[config.mk]
export PLATFORM = sky130hd
export DESIGN_NAME = axi_wr2wb_bridge
export DESIGN_NICKNAME = d
export VERILOG_FILES = /design/src/design/axi2wb_pkg.sv /design/src/design/axi_wr2wb_bridge.sv /design/src/design/resp_return.sv /design/src/design/wb_issue.sv /design/src/design/burst_decode.sv /design/src/design/sync_fifo.sv
export SDC_FILE = /design/constraint.sdc
export NUM_CORES = 1
export LEC_CHECK = 0
export BUFFER_PORTS_ARGS = -buffer_cell sky130_fd_sc_hd__buf_4
export CELL_PAD_IN_SITES_DETAIL_PLACEMENT = 1
export CELL_PAD_IN_SITES_GLOBAL_PLACEMENT = 1
export CORE_MARGIN = 4
export CORE_UTILIZATION = 40
export DETAILED_ROUTE_END_ITERATION = 12
export GPL_TIMING_DRIVEN = 0
export PLACE_DENSITY = 0.84
export SLEW_MARGIN = 20
export SYNTH_ARGS = -nofsm -noshare
export SYNTH_HDL_FRONTEND = slang
export SYNTH_SLANG_ARGS = --single-unit
export TNS_END_PERCENT = 1
[constraint.sdc]
create_clock -name S_AXI_ACLK -period 3.65 [get_ports S_AXI_ACLK]
set_clock_uncertainty 0.2 [all_clocks]
set_input_delay 0.1825 -clock S_AXI_ACLK [delete_from_list [all_inputs] [get_ports S_AXI_ACLK]]
set_output_delay 0.1825 -clock S_AXI_ACLK [all_outputs]
set_load 0.05 [all_outputs]
[src/design/axi2wb_pkg.sv]
// Shared bridge types; full-width beats only, AWSIZE is not carried and WB_AW must be 8 or more
`default_nettype none

package axi2wb_pkg;

	////////////////////////////////////////
	// Bus widths
	////////////////////////////////////////
	localparam int ID_W   = 4;
	localparam int ADDR_W = 16;		// AXI byte address
	localparam int DATA_W = 32;
	localparam int SEL_W  = DATA_W / 8;
	localparam int WB_AW  = ADDR_W - 2;	// Wishbone word address

	// AXI burst encodings with 2'b11 reserved
	typedef enum logic [1:0] {
		BURST_FIXED = 2'b00,
		BURST_INCR  = 2'b01,
		BURST_WRAP  = 2'b10
	} burst_t;

	typedef enum logic [1:0] {
		RESP_OKAY   = 2'b00,
		RESP_SLVERR = 2'b10
	} resp_t;

	////////////////////////////////////////
	// Stage payloads
	////////////////////////////////////////
	typedef struct packed {
		logic [ID_W-1:0]	id;
		logic [ADDR_W-1:0]	addr;
		logic [7:0]		len;	// Beats minus one
		burst_t			burst;
	} aw_req_t;

	typedef struct packed {
		logic [WB_AW-1:0]	wb_addr;
		logic [DATA_W-1:0]	data;
		logic [SEL_W-1:0]	sel;
		logic			first;
		logic			last;
	} beat_t;

	// One result per burst
	typedef struct packed {
		logic	err;
	} burst_done_t;

endpackage

`default_nettype wire
[src/design/axi_wr2wb_bridge.sv]
// AXI4 write to Wishbone pipelined bridge; no read channels, AWSIZE must equal the bus width
`default_nettype none

module axi_wr2wb_bridge #(
	parameter int LGFIFO          = 3,
	parameter bit OPT_SWAP_ENDIAN = 1'b1
) (
	input  logic				S_AXI_ACLK,
	input  logic				S_AXI_ARESETN,
	// AW
	input  logic				i_awvalid,
	output logic				o_awready,
	input  logic [axi2wb_pkg::ID_W-1:0]	i_awid,
	input  logic [axi2wb_pkg::ADDR_W-1:0]	i_awaddr,
	input  logic [7:0]			i_awlen,
	input  logic [1:0]			i_awburst,
	// W
	input  logic				i_wvalid,
	output logic				o_wready,
	input  logic [axi2wb_pkg::DATA_W-1:0]	i_wdata,
	input  logic [axi2wb_pkg::SEL_W-1:0]	i_wstrb,
	input  logic				i_wlast,
	// B
	output logic				o_bvalid,
	input  logic				i_bready,
	output logic [axi2wb_pkg::ID_W-1:0]	o_bid,
	output logic [1:0]			o_bresp,
	// Wishbone
	output logic				o_wb_cyc,
	output logic				o_wb_stb,
	output logic [axi2wb_pkg::WB_AW-1:0]	o_wb_addr,
	output logic [axi2wb_pkg::DATA_W-1:0]	o_wb_data,
	output logic [axi2wb_pkg::SEL_W-1:0]	o_wb_sel,
	input  logic				i_wb_ack,
	input  logic				i_wb_stall,
	input  logic				i_wb_err
);
	import axi2wb_pkg::*;

	aw_req_t		aw;
	beat_t			beat;
	logic			beat_valid, beat_ready;
	logic			id_push, resp_full, done;
	logic [ID_W-1:0]	id;
	burst_done_t		done_info;

	assign aw = '{id: i_awid, addr: i_awaddr, len: i_awlen, burst: burst_t'(i_awburst)};

	burst_decode u_decode (
		.S_AXI_ACLK(S_AXI_ACLK), .S_AXI_ARESETN(S_AXI_ARESETN),
		.i_aw_valid(i_awvalid), .i_aw(aw), .o_aw_ready(o_awready),
		.i_w_valid(i_wvalid), .i_w_data(i_wdata), .i_w_strb(i_wstrb),
		.i_w_last(i_wlast), .o_w_ready(o_wready),
		.o_beat_valid(beat_valid), .o_beat(beat), .i_beat_ready(beat_ready),
		.o_id_push(id_push), .o_id(id), .i_resp_full(resp_full));

	wb_issue #(.OPT_SWAP_ENDIAN(OPT_SWAP_ENDIAN)) u_issue (
		.S_AXI_ACLK(S_AXI_ACLK), .S_AXI_ARESETN(S_AXI_ARESETN),
		.i_beat_valid(beat_valid), .i_beat(beat), .o_beat_ready(beat_ready),
		.o_wb_cyc(o_wb_cyc), .o_wb_stb(o_wb_stb), .o_wb_addr(o_wb_addr),
		.o_wb_data(o_wb_data), .o_wb_sel(o_wb_sel),
		.i_wb_ack(i_wb_ack), .i_wb_stall(i_wb_stall), .i_wb_err(i_wb_err),
		.o_done(done), .o_done_info(done_info));

	resp_return #(.LGFIFO(LGFIFO)) u_return (
		.S_AXI_ACLK(S_AXI_ACLK), .S_AXI_ARESETN(S_AXI_ARESETN),
		.i_id_push(id_push), .i_id(id),
		.i_done(done), .i_done_info(done_info), .o_full(resp_full),
		.i_bready(i_bready), .o_bvalid(o_bvalid),
		.o_bid(o_bid), .o_bresp(o_bresp));

endmodule

`default_nettype wire

[src/design/resp_return.sv]
// B channel return; responses leave in AW order, queue depth is 2^LGFIFO bursts
`default_nettype none

module resp_return #(
	parameter int LGFIFO = 3
) (
	input  logic				S_AXI_ACLK,
	input  logic				S_AXI_ARESETN,
	input  logic				i_id_push,
	input  logic [axi2wb_pkg::ID_W-1:0]	i_id,
	input  logic				i_done,
	input  axi2wb_pkg::burst_done_t		i_done_info,
	output logic				o_full,
	// AXI write response
	input  logic				i_bready,
	output logic				o_bvalid,
	output logic [axi2wb_pkg::ID_W-1:0]	o_bid,
	output axi2wb_pkg::resp_t		o_bresp
);
	import axi2wb_pkg::*;

	localparam int RW = $bits(burst_done_t);

	logic		id_empty, res_empty, b_fire;
	burst_done_t	res_head;
	logic [LGFIFO:0]	occ_q;	// Pending plus unanswered bursts
	logic [LGFIFO:0]	res_q;	// Results waiting for B

	sync_fifo #(.WIDTH(ID_W), .LGDEPTH(LGFIFO)) u_id_fifo (
		.S_AXI_ACLK(S_AXI_ACLK), .S_AXI_ARESETN(S_AXI_ARESETN),
		.i_push(i_id_push), .i_data(i_id), .i_pop(b_fire),
		.o_data(o_bid), .o_empty(id_empty), .o_full());

	sync_fifo #(.WIDTH(RW), .LGDEPTH(LGFIFO)) u_res_fifo (
		.S_AXI_ACLK(S_AXI_ACLK), .S_AXI_ARESETN(S_AXI_ARESETN),
		.i_push(i_done), .i_data(i_done_info), .i_pop(b_fire),
		.o_data(res_head), .o_empty(res_empty), .o_full());

	assign o_bvalid = !id_empty && !res_empty;
	assign b_fire   = o_bvalid && i_bready;
	assign o_bresp  = res_head.err ? RESP_SLVERR : RESP_OKAY;
	assign o_full   = occ_q[LGFIFO];

	always_ff @(posedge S_AXI_ACLK)
	begin
		if (!S_AXI_ARESETN)
		begin
			occ_q <= '0;
			res_q <= '0;
		end
		else
		begin
			occ_q <= occ_q + (LGFIFO+1)'(i_id_push) - (LGFIFO+1)'(b_fire);
			res_q <= res_q + (LGFIFO+1)'(i_done) - (LGFIFO+1)'(b_fire);
		end
	end

	// A result always belongs to an accepted burst
	assert property (@(posedge S_AXI_ACLK) disable iff (!S_AXI_ARESETN) res_q <= occ_q);

endmodule

`default_nettype wire

[src/design/wb_issue.sv]
// Wishbone pipelined write master; one burst per cycle, at most 256 requests outstanding
`default_nettype none

module wb_issue #(
	parameter bit OPT_SWAP_ENDIAN = 1'b1
) (
	input  logic				S_AXI_ACLK,
	input  logic				S_AXI_ARESETN,
	input  logic				i_beat_valid,
	input  axi2wb_pkg::beat_t		i_beat,
	output logic				o_beat_ready,
	// Wishbone master
	output logic				o_wb_cyc,
	output logic				o_wb_stb,
	output logic [axi2wb_pkg::WB_AW-1:0]	o_wb_addr,
	output logic [axi2wb_pkg::DATA_W-1:0]	o_wb_data,
	output logic [axi2wb_pkg::SEL_W-1:0]	o_wb_sel,
	input  logic				i_wb_ack,
	input  logic				i_wb_stall,
	input  logic				i_wb_err,
	// Burst result
	output logic				o_done,
	output axi2wb_pkg::burst_done_t		o_done_info
);
	import axi2wb_pkg::*;

	localparam int OW = 9;

	logic			busy_q;		// First beat taken, result not yet given
	logic			last_q;		// Last beat taken
	logic			err_q;
	logic [OW-1:0]		outst_q, outst_nx;
	logic			req_fire, ack_in, err_in, abort;
	logic			beat_fire, issue, finish;
	logic [DATA_W-1:0]	wr_data;
	logic [SEL_W-1:0]	wr_sel;

	assign req_fire = o_wb_stb && !i_wb_stall;
	assign ack_in   = o_wb_cyc && i_wb_ack;
	assign err_in   = o_wb_cyc && i_wb_err;
	assign abort    = err_q || err_in;	// Beats from here on are dropped

	assign o_beat_ready = !busy_q
			|| (!last_q && (abort || !o_wb_stb || !i_wb_stall));
	assign beat_fire = i_beat_valid && o_beat_ready;
	assign issue     = beat_fire && !abort;
	assign outst_nx  = outst_q + OW'(req_fire) - OW'(ack_in);

	always_comb
	begin
		finish = 1'b0;
		if (busy_q && abort)
			finish = last_q || (beat_fire && i_beat.last);
		else if (busy_q)
			finish = last_q && !o_wb_stb && (outst_nx == '0);
	end

	assign o_done      = finish;
	assign o_done_info = '{err: abort};

	////////////////////////////////////////
	// Byte lane order
	////////////////////////////////////////
	generate
		if (OPT_SWAP_ENDIAN)
		begin : g_swap
			always_comb
			begin
				for (int k = 0; k < SEL_W; k++)
				begin
					wr_data[k*8 +: 8] = i_beat.data[(SEL_W-1-k)*8 +: 8];
					wr_sel[k]         = i_beat.sel[SEL_W-1-k];
				end
			end
		end
		else
		begin : g_keep
			assign wr_data = i_beat.data;
			assign wr_sel  = i_beat.sel;
		end
	endgenerate

	always_ff @(posedge S_AXI_ACLK)
	begin
		if (!S_AXI_ARESETN || finish)
		begin
			busy_q   <= 1'b0;
			last_q   <= 1'b0;
			err_q    <= 1'b0;
			outst_q  <= '0;
			o_wb_cyc <= 1'b0;
			o_wb_stb <= 1'b0;
		end
		else
		begin
			if (beat_fire && i_beat.first)
				busy_q <= 1'b1;
			if (beat_fire && i_beat.last)
				last_q <= 1'b1;
			if (err_in)
				err_q <= 1'b1;
			if (abort)
			begin
				// Cycle abandoned, pending acks go with it
				o_wb_cyc <= 1'b0;
				o_wb_stb <= 1'b0;
				outst_q  <= '0;
			end
			else
			begin
				outst_q <= outst_nx;
				if (issue)
				begin
					o_wb_cyc <= 1'b1;
					o_wb_stb <= 1'b1;
				end
				else if (req_fire)
					o_wb_stb <= 1'b0;
			end
		end
	end

	always_ff @(posedge S_AXI_ACLK)
	begin
		if (issue)
		begin
			o_wb_addr <= i_beat.wb_addr;
			o_wb_data <= wr_data;
			o_wb_sel  <= wr_sel;
		end
	end

	// Slave answers only requests it has taken
	assert property (@(posedge S_AXI_ACLK) disable iff (!S_AXI_ARESETN)
		(i_wb_ack || i_wb_err) |-> (o_wb_cyc && (outst_q != '0)));
	// Stalled request keeps its payload
	assert property (@(posedge S_AXI_ACLK) disable iff (!S_AXI_ARESETN)
		(o_wb_stb && i_wb_stall && !abort) |=> (o_wb_stb && $stable(o_wb_addr)
			&& $stable(o_wb_data) && $stable(o_wb_sel)));

endmodule

`default_nettype wire

[src/design/burst_decode.sv]
// AW and W join; one burst at a time, WRAP lengths must be 2, 4, 8 or 16 beats
`default_nettype none

module burst_decode (
	input  logic				S_AXI_ACLK,
	input  logic				S_AXI_ARESETN,
	// AXI address and data
	input  logic				i_aw_valid,
	input  axi2wb_pkg::aw_req_t		i_aw,
	output logic				o_aw_ready,
	input  logic				i_w_valid,
	input  logic [axi2wb_pkg::DATA_W-1:0]	i_w_data,
	input  logic [axi2wb_pkg::SEL_W-1:0]	i_w_strb,
	input  logic				i_w_last,
	output logic				o_w_ready,
	// Decoded beats to the issue stage
	output logic				o_beat_valid,
	output axi2wb_pkg::beat_t		o_beat,
	input  logic				i_beat_ready,
	// Burst IDs to the return stage
	output logic				o_id_push,
	output logic [axi2wb_pkg::ID_W-1:0]	o_id,
	input  logic				i_resp_full
);
	import axi2wb_pkg::*;

	logic			active_q;	// AW taken, WLAST not yet seen
	logic			first_q;
	logic [WB_AW-1:0]	addr_q, next_addr;
	logic [WB_AW-1:0]	wrap_mask;
	logic [7:0]		len_q;
	logic [7:0]		cnt_q;		// Beats passed in this burst
	burst_t			burst_q;
	logic			aw_fire, beat_fire;

	assign o_aw_ready = !active_q && !i_resp_full;
	assign aw_fire    = i_aw_valid && o_aw_ready;

	assign o_id_push = aw_fire;
	assign o_id      = i_aw.id;

	// W passes straight through as a beat
	assign o_beat_valid = active_q && i_w_valid;
	assign o_w_ready    = active_q && i_beat_ready;
	assign beat_fire    = o_beat_valid && i_beat_ready;

	assign o_beat = '{wb_addr: addr_q, data: i_w_data, sel: i_w_strb,
			first: first_q, last: i_w_last};

	////////////////////////////////////////
	// Next word address
	////////////////////////////////////////
	assign wrap_mask = {{(WB_AW-8){1'b0}}, len_q};	// len+1 words, aligned

	always_comb
	begin
		case (burst_q)
		BURST_FIXED:	next_addr = addr_q;
		BURST_WRAP:	next_addr = (addr_q & ~wrap_mask)
					| ((addr_q + 1'b1) & wrap_mask);
		default:	next_addr = addr_q + 1'b1;
		endcase
	end

	always_ff @(posedge S_AXI_ACLK)
	begin
		if (!S_AXI_ARESETN)
		begin
			active_q <= 1'b0;
			first_q  <= 1'b0;
		end
		else if (aw_fire)
		begin
			active_q <= 1'b1;
			first_q  <= 1'b1;
		end
		else if (beat_fire)
		begin
			first_q <= 1'b0;
			if (i_w_last)
				active_q <= 1'b0;	// Burst closes on WLAST
		end
	end

	always_ff @(posedge S_AXI_ACLK)
	begin
		if (aw_fire)
		begin
			addr_q  <= i_aw.addr[ADDR_W-1:2];	// Byte lanes dropped
			len_q   <= i_aw.len;
			burst_q <= i_aw.burst;
			cnt_q   <= '0;
		end
		else if (beat_fire)
		begin
			addr_q <= next_addr;
			cnt_q  <= cnt_q + 1'b1;
		end
	end

	// Master must end the burst on beat len+1
	assert property (@(posedge S_AXI_ACLK) disable iff (!S_AXI_ARESETN)
		beat_fire |-> (i_w_last == (cnt_q == len_q)));
	assert property (@(posedge S_AXI_ACLK) disable iff (!S_AXI_ARESETN)
		i_aw_valid |-> (i_aw.burst != 2'b11));

endmodule

`default_nettype wire

[src/design/sync_fifo.sv]
// First-word-fall-through FIFO; a push while full is dropped, depth is a power of two
`default_nettype none

module sync_fifo #(
	parameter int WIDTH   = 8,
	parameter int LGDEPTH = 3
) (
	input  logic			S_AXI_ACLK,
	input  logic			S_AXI_ARESETN,
	input  logic			i_push,
	input  logic [WIDTH-1:0]	i_data,
	input  logic			i_pop,
	output logic [WIDTH-1:0]	o_data,
	output logic			o_empty,
	output logic			o_full
);

	logic [WIDTH-1:0]	mem [2**LGDEPTH];
	logic [LGDEPTH:0]	wr_ptr, rd_ptr;	// Extra bit tells full from empty

	assign o_empty = (wr_ptr == rd_ptr);
	assign o_full  = (wr_ptr[LGDEPTH] != rd_ptr[LGDEPTH])
			&& (wr_ptr[LGDEPTH-1:0] == rd_ptr[LGDEPTH-1:0]);
	assign o_data  = mem[rd_ptr[LGDEPTH-1:0]];	// Head shown combinationally

	always_ff @(posedge S_AXI_ACLK)
	begin
		if (!S_AXI_ARESETN)
		begin
			wr_ptr <= '0;
			rd_ptr <= '0;
		end
		else
		begin
			if (i_push && !o_full)
				wr_ptr <= wr_ptr + 1'b1;
			if (i_pop && !o_empty)
				rd_ptr <= rd_ptr + 1'b1;
		end
	end

	always_ff @(posedge S_AXI_ACLK)
	begin
		if (i_push && !o_full)
			mem[wr_ptr[LGDEPTH-1:0]] <= i_data;
	end

	// Callers track their own occupancy
	assert property (@(posedge S_AXI_ACLK) disable iff (!S_AXI_ARESETN) i_push |-> !o_full);
	assert property (@(posedge S_AXI_ACLK) disable iff (!S_AXI_ARESETN) i_pop |-> !o_empty);

endmodule

`default_nettype wire

== After elaboration in Yosys (flattened, before gate mapping) ==
Memory sizes are Yosys's and may differ from the RTL's. A register that Yosys moved wholly into a read port is not among the register bits.
Cells that the tools add are included.
Word-level totals
  register bits after elaboration: 110
  memory bits (writable): 40
  input port bits: 75
  logic and storage cells: 112
  memories kept: 2
Cells by class
  $add $sub $neg: 9
  eq/ne operators: 8
  mux-type cells: 21
  bitwise operators: 4
  reductions and logical operators: 49
Memory list
  u_return.u_id_fifo.mem: words 8, bits a word 4, read ports 1, clocked after memory_dff 1, wr ports 1, RTL line sync_fifo.sv:18  | logic [WIDTH-1:0] mem [2**LGDEPTH];
  u_return.u_res_fifo.mem: words 8, bits a word 1, read ports 1, clocked after memory_dff 1, wr ports 1, RTL line sync_fifo.sv:18
Operators with widths (number)
  two-way mux 14 bit: 2
  case mux 14 bit (2 select lines): 1
  logical AND 1 bit: 23
  adder 4 x 1 -> 4 bit (second input constant): 4
  adder 14 x 1 -> 14 bit (second input constant): 1
  AND 14 bit: 1
  AND 14 x 8 -> 14 bit: 1
  inverter 8 -> 14 bit: 1
  OR 14 bit: 1
  two-way mux 1 bit: 13
  zero test 1 bit: 12
  two-way mux 3 bit: 4
  adder 9 x 1 -> 9 bit: 1
  zero test 9 bit: 1
  subtractor 9 x 1 -> 9 bit: 1
  equality test 4 bit: 2
  equality test 3 bit: 2
  logical OR 1 bit: 6
  nonzero test 2 bit: 3
  adder 4 x 1 -> 4 bit: 1
  AND reduction 2 bit: 2
  subtractor 4 x 1 -> 4 bit: 1
  equality test 2 bit (second input constant): 1
  zero test 2 bit: 1
  4 further kinds: 5

== Longest topological paths before layout ==
  word-level depth: 13
  mapped depth: 13
  gate-level depth less buffers: 12

== Modules after synthesis ==
From an unflattened synthesis, not the netlist that was laid out.
Second synthesis, totals
  cell total of the unflattened synthesis: 583
  area, all modules: 7453.4 um2
Modules (own cells, without submodules)
  wb_issue: times used 1, cells an instance 158, area each 2454.9 um2, sequential area each 1781.7 um2
  sync_fifo at u_return.u_id_fifo: times used 1, cells an instance 129, area each 1980.6 um2, sequential area each 1181.1 um2
  burst_decode: times used 1, cells an instance 166, area each 1655.3 um2, sequential area each 760.7 um2
  sync_fifo at u_return.u_res_fifo: times used 1, cells an instance 99, area each 1089.8 um2, sequential area each 460.4 um2
  resp_return: times used 1, cells an instance 31, area each 272.8 um2, sequential area each 80.1 um2

== Worst setup path after synthesis ==
Ideal clock, no wire load.
  path kind: reg2reg
  start point: register u_issue.o_wb_cyc
  end point: register u_issue.o_wb_addr[0] (netlist bit) (enable)
  setup time: 0.458 ns
  arrival: 4.284 ns
  data required time: 2.992 ns
  slack: -1.292 ns
  cell stages (with the launch flop): 9
  path buffers: 1
  clock period less this slack: 4.942 ns
  cell sequence: dfxtp_1 > a21oi_1 > inv_1 > nor2_1 > o21ai_0 > and2_1 > nand2_1 > clkbuf_1 > nor2_1
On the way
  longest elaborated chain between the ends: 8
  elaborated cells on any way between the ends: 9
Ends and longest elaborated chain
  start: declaration: RTL line wb_issue.sv:13  | output logic o_wb_cyc,
  start signal: assignment: RTL line wb_issue.sv:91  | o_wb_cyc <= 1'b0;
  start signal: assignment: RTL line wb_issue.sv:105  | o_wb_cyc <= 1'b0;
  start signal: assignment: RTL line wb_issue.sv:114  | o_wb_cyc <= 1'b1;
  logical AND 1 bit *: RTL line wb_issue.sv:40  | assign err_in = o_wb_cyc && i_wb_err;
  logical OR 1 bit *: RTL line wb_issue.sv:41  | assign abort = err_q || err_in;
  via done_info: RTL line axi_wr2wb_bridge.sv:45  | burst_done_t done_info;
  logical OR 1 bit (2 in a row): RTL line wb_issue.sv:44  | || (!last_q && (abort || !o_wb_stb || !i_wb_stall));
  logical AND 1 bit: RTL line wb_issue.sv:44
  logical OR 1 bit: RTL line wb_issue.sv:44
  logical AND 1 bit: RTL line wb_issue.sv:45  | assign beat_fire = i_beat_valid && o_beat_ready;
  logical AND 1 bit *: RTL line wb_issue.sv:46  | assign issue = beat_fire && !abort;
  via u_issue.issue: RTL line wb_issue.sv:34  | logic beat_fire, issue, finish;
  end signal: assignment: RTL line wb_issue.sv:127  | o_wb_addr <= i_beat.wb_addr;
  end: declaration: RTL line wb_issue.sv:15  | output logic [axi2wb_pkg::WB_AW-1:0] o_wb_addr,
Mark *: on every way through the listed nets, which the timed path passes. The rest lies on a longest branch.
A chain may end at the register's enable or synchronous reset.

== Worst setup path in the final report ==
  start point: register u_issue.o_wb_cyc
  end point: memory u_return.u_res_fifo.mem[4] (netlist bit) (enable)
On the way
  longest elaborated chain between the ends: 13
  elaborated cells on any way between the ends: 19
Ends and longest elaborated chain
  branches (longest 9 deep; another with subtractor 9 x 1 -> 9 bit)
  two-way mux 1 bit *: RTL line wb_issue.sv:52  | if (busy_q && abort)
  logical AND 1 bit *: RTL line sync_fifo.sv:44  | if (i_push && !o_full)
  two-way mux 1 bit *: RTL line sync_fifo.sv:44
  two-way mux 1 bit (not written as such) *: RTL line sync_fifo.sv:45  | mem[wr_ptr[LGDEPTH-1:0]] <= i_data;
  end: declaration: RTL line sync_fifo.sv:18
Mark *: on every way between the ends.

==> reports/metrics.cfg <==
[floorplan]
die-width_um=136
die_h_um=136
pin_count=136
fp-row-count=46
start_util_pct=41.1
die_area_um2=18600
coreArea_um2=16000

[worst_setup_path]
critPathArrivalTime_ns=3.36
crit_path_end_kind=flop
worstPathCellList=and2_1 > ha_1 > inv_1 > ha_1 > fa_1 > a21oi_1 > nor2_1 > nor3_1 > o2111a_2 > a31oi_4 > or2_1 > nor2_1
start_kind=flop
cp.required_ns=3.57
slowest_stage=fa_1
r2r_cells=12
crit_fanout=7
crit_type=flop to flop
slowest_delay_ns=0.45
crit_cells=12
cp_num_buf_inv=1
crit_family=simple AND/OR/NAND/NOR gates

[job]
cap_violations=0

[outcome]
status=finished, final reports clean

[sta]
slew_violations=0
tns_ns=0
fmax_mhz=291
hold_viol_final=0
worst_pin_slew_ns=0.784
slew_headroom_pct=47.4
grt_setup_unrepaired=false
period_share_pct=94.1
hold_ws_ns=0.0226
setup_viol=0
finalCriticalPeriod_ns=3.43

[cts]
cts_tree=yes
clock_sinks=156
cts_buffers=17
root_buffer=clkbuf_16
path_clk_slew_ns=0.06
clockBufferDepth=2
htree_levels=4
clock_latency_ns=0.42

[global_routing]
grt_max_degree=31
grt_pass1_vias=5467
grt_pass1_wl_um=31400
antenna_found_initial=0
overflow=0
track_usage_pct=22.9

[yosys]
ys_seq_area_share_pct=64.8
synthTopCellsByArea=edfxtp_1 52%, dfxtp_1 13%, ha_1 3.4%
synth_edf_count=114
synth_top_area_share_pct=52.1
avgSynthCellArea_um2=13.2
synthFlopType=edfxtp_1
async_reset_ff_share_pct=0
synth.distinct_cells=52
ys_seq_elements=156
synth.cell_area_um2=6580
synth_top_cell_by_area=edfxtp_1
syn-num-nets=592
ys_warn_count=0
syn_inst=497

[detailed_routing]
drcViolationCount=0
via_per_inst=5.19
avgRoutedWirePerCell_um=21.4
drt_first_pass_iters=6
drtAntennaViolNets=0
wirelength_um=20300
dr.first_iter.drc_count=235
route.vias.total=4907

[final_layout]
post_route_cells_drive_above_1_share_pct=26.0
final_area_um2=9150
nets=813
syn_to_final_growth_pct=39.1
n_antenna_cell=0

[place]
gp_congestion=0.890
placed_area_um2=7870
dp_hpwl_um=12100
portBuffers=132

[worst_hold_path]
whs_path_depth=3
hp-class=primary input to flop

[power_and_ir_drop]
ir_worst_vdd_mv=0.490
total_leakage_power_nw=3.57
power.density_nw_per_um2=602

-- final timing paths --
path	from	end	slack, ns
max	u_issue.o_wb_cyc	u_return.u_res_fifo.mem[4]	0.22
min	i_wb_err	u_issue.err_q	0.02
max reg2reg	u_issue.o_wb_cyc	u_return.u_res_fifo.mem[4]	0.22
min reg2reg	u_return.u_res_fifo.wr_ptr[3]	u_return.u_res_fifo.wr_ptr[3]	0.29
-- tightest hold or removal path, cell delays in order --
cell	delay, ns
buf_4	0.08
a21oi_1	0.14
nor3_1	0.19
-- cell families after synthesis --
kind of cell / share of synthesized area (%)
simple gates: 11.3
mux: 5.04
xor+xnor: 4.66
other cells: 0.0570
fa+ha+maj: 4.03
buf+inv: 2.49
compound gates: 7.61
flops: 64.8
-- cell usage in the layout (no fill, tap or decap), types with 12 or more instances in the layout --
master / n
nor2_1: 23
xnor2_1: 18
nand2_1: 37
o21ai_0: 30
buf_4: 134
clkbuf_1: 17
nor3_1: 14
edfxtp_1: 114
nand3_1: 12
dfxtp_1: 42
dlygate4sd3_1: 68
inv_1: 23
ha_1: 18
xor2_1: 17
and2_1: 17
clkbuf_16: 17
a21oi_1: 23
-- where the power goes --
part           leakage, nW  total [mW]  internal [mW]  switching [mW]
logic                 1.90        1.47          0.565           0.900
registers             1.39        2.25           2.12           0.133
clock network        0.278        1.79           1.07           0.720
total                 3.57        5.51           3.76            1.75
-- Yosys cell counts (3+ instances only) --
cell and count:
nor3_1 14, nand2b_1 6, edfxtp_1 114, nand3_1 12
nor2_1 24, a21oi_1 23, o21ai_0 31, clkbuf_1 14
xnor2_1 18, a21boi_1 3, o21a_1 3, ha_1 18
nor2b_1 9, dfxtp_1 42, inv_1 23, nand2_1 37
and3_1 7, mux4_2 10, and2_1 17, nor3b_1 6
xor2_1 17, mux2i_1 5, mux2_2 5, a211o_1 3
-- layer usage --
metal / routed length, µm / global-route usage (%) / share of wire [%]
met1: 7490 / 24.6 / 37
met2: 10900 / 42.0 / 54
met3: 1130 / 6.44 / 5.6
met4: 721 / 9.46 / 3.6
met5: 0 / 0 / 0
-- through the flow --
step | power [mW] | worst slack (ns) | std cells | utilization, %
2_1_floorplan | 3.17 | 0.0395 | 497 | -
3_3_place_gp | 3.49 | 0.244 | 845 | 49.0
3_5_place_dp | 3.59 | 0.221 | 846 | 49.2
4_1_cts | 5.44 | 0.187 | 945 | 57.0
5_1_grt | 5.78 | 0.00678 | 946 | 57.2
6_report | 5.51 | 0.216 | 946 | 57.2
-- flip-flops by register name, indices dropped and copies added, names as in the netlist, 2 cells and up, named ones only --
register,count
u_return.u_res_fifo.rd_ptr,4
u_issue.outst_q,9
u_return.u_id_fifo.mem,32
u_return.occ_q,4
u_return.u_id_fifo.wr_ptr,4
u_return.u_res_fifo.mem,8
u_return.u_res_fifo.wr_ptr,4
u_decode.len_q,8
u_decode.addr_q,7
u_issue.o_wb_data,32
u_decode.burst_q,2
u_issue.o_wb_addr,14
u_return.u_id_fifo.rd_ptr,4
u_issue.o_wb_sel,4
-- cell type report --
type                    instances  area, µm²
repair buffers                202       1700
fillers                      1655       6860
well taps                     216        270
inverters                      23       86.3
flip-flops and latches        156       4260
plain buffers                  18       77.6
clock buffers                  20        437
multi-input cells             300       2160
clock inverters                11        145
-- repair_timing --
action,CTS,global route
gates resized for setup,0,1
hold endpoints to repair,98,0
hold buffers,68,0
buffers inserted,0,0
endpoints found under the setup margin,0,3
(Power assumes the default switching activity.)
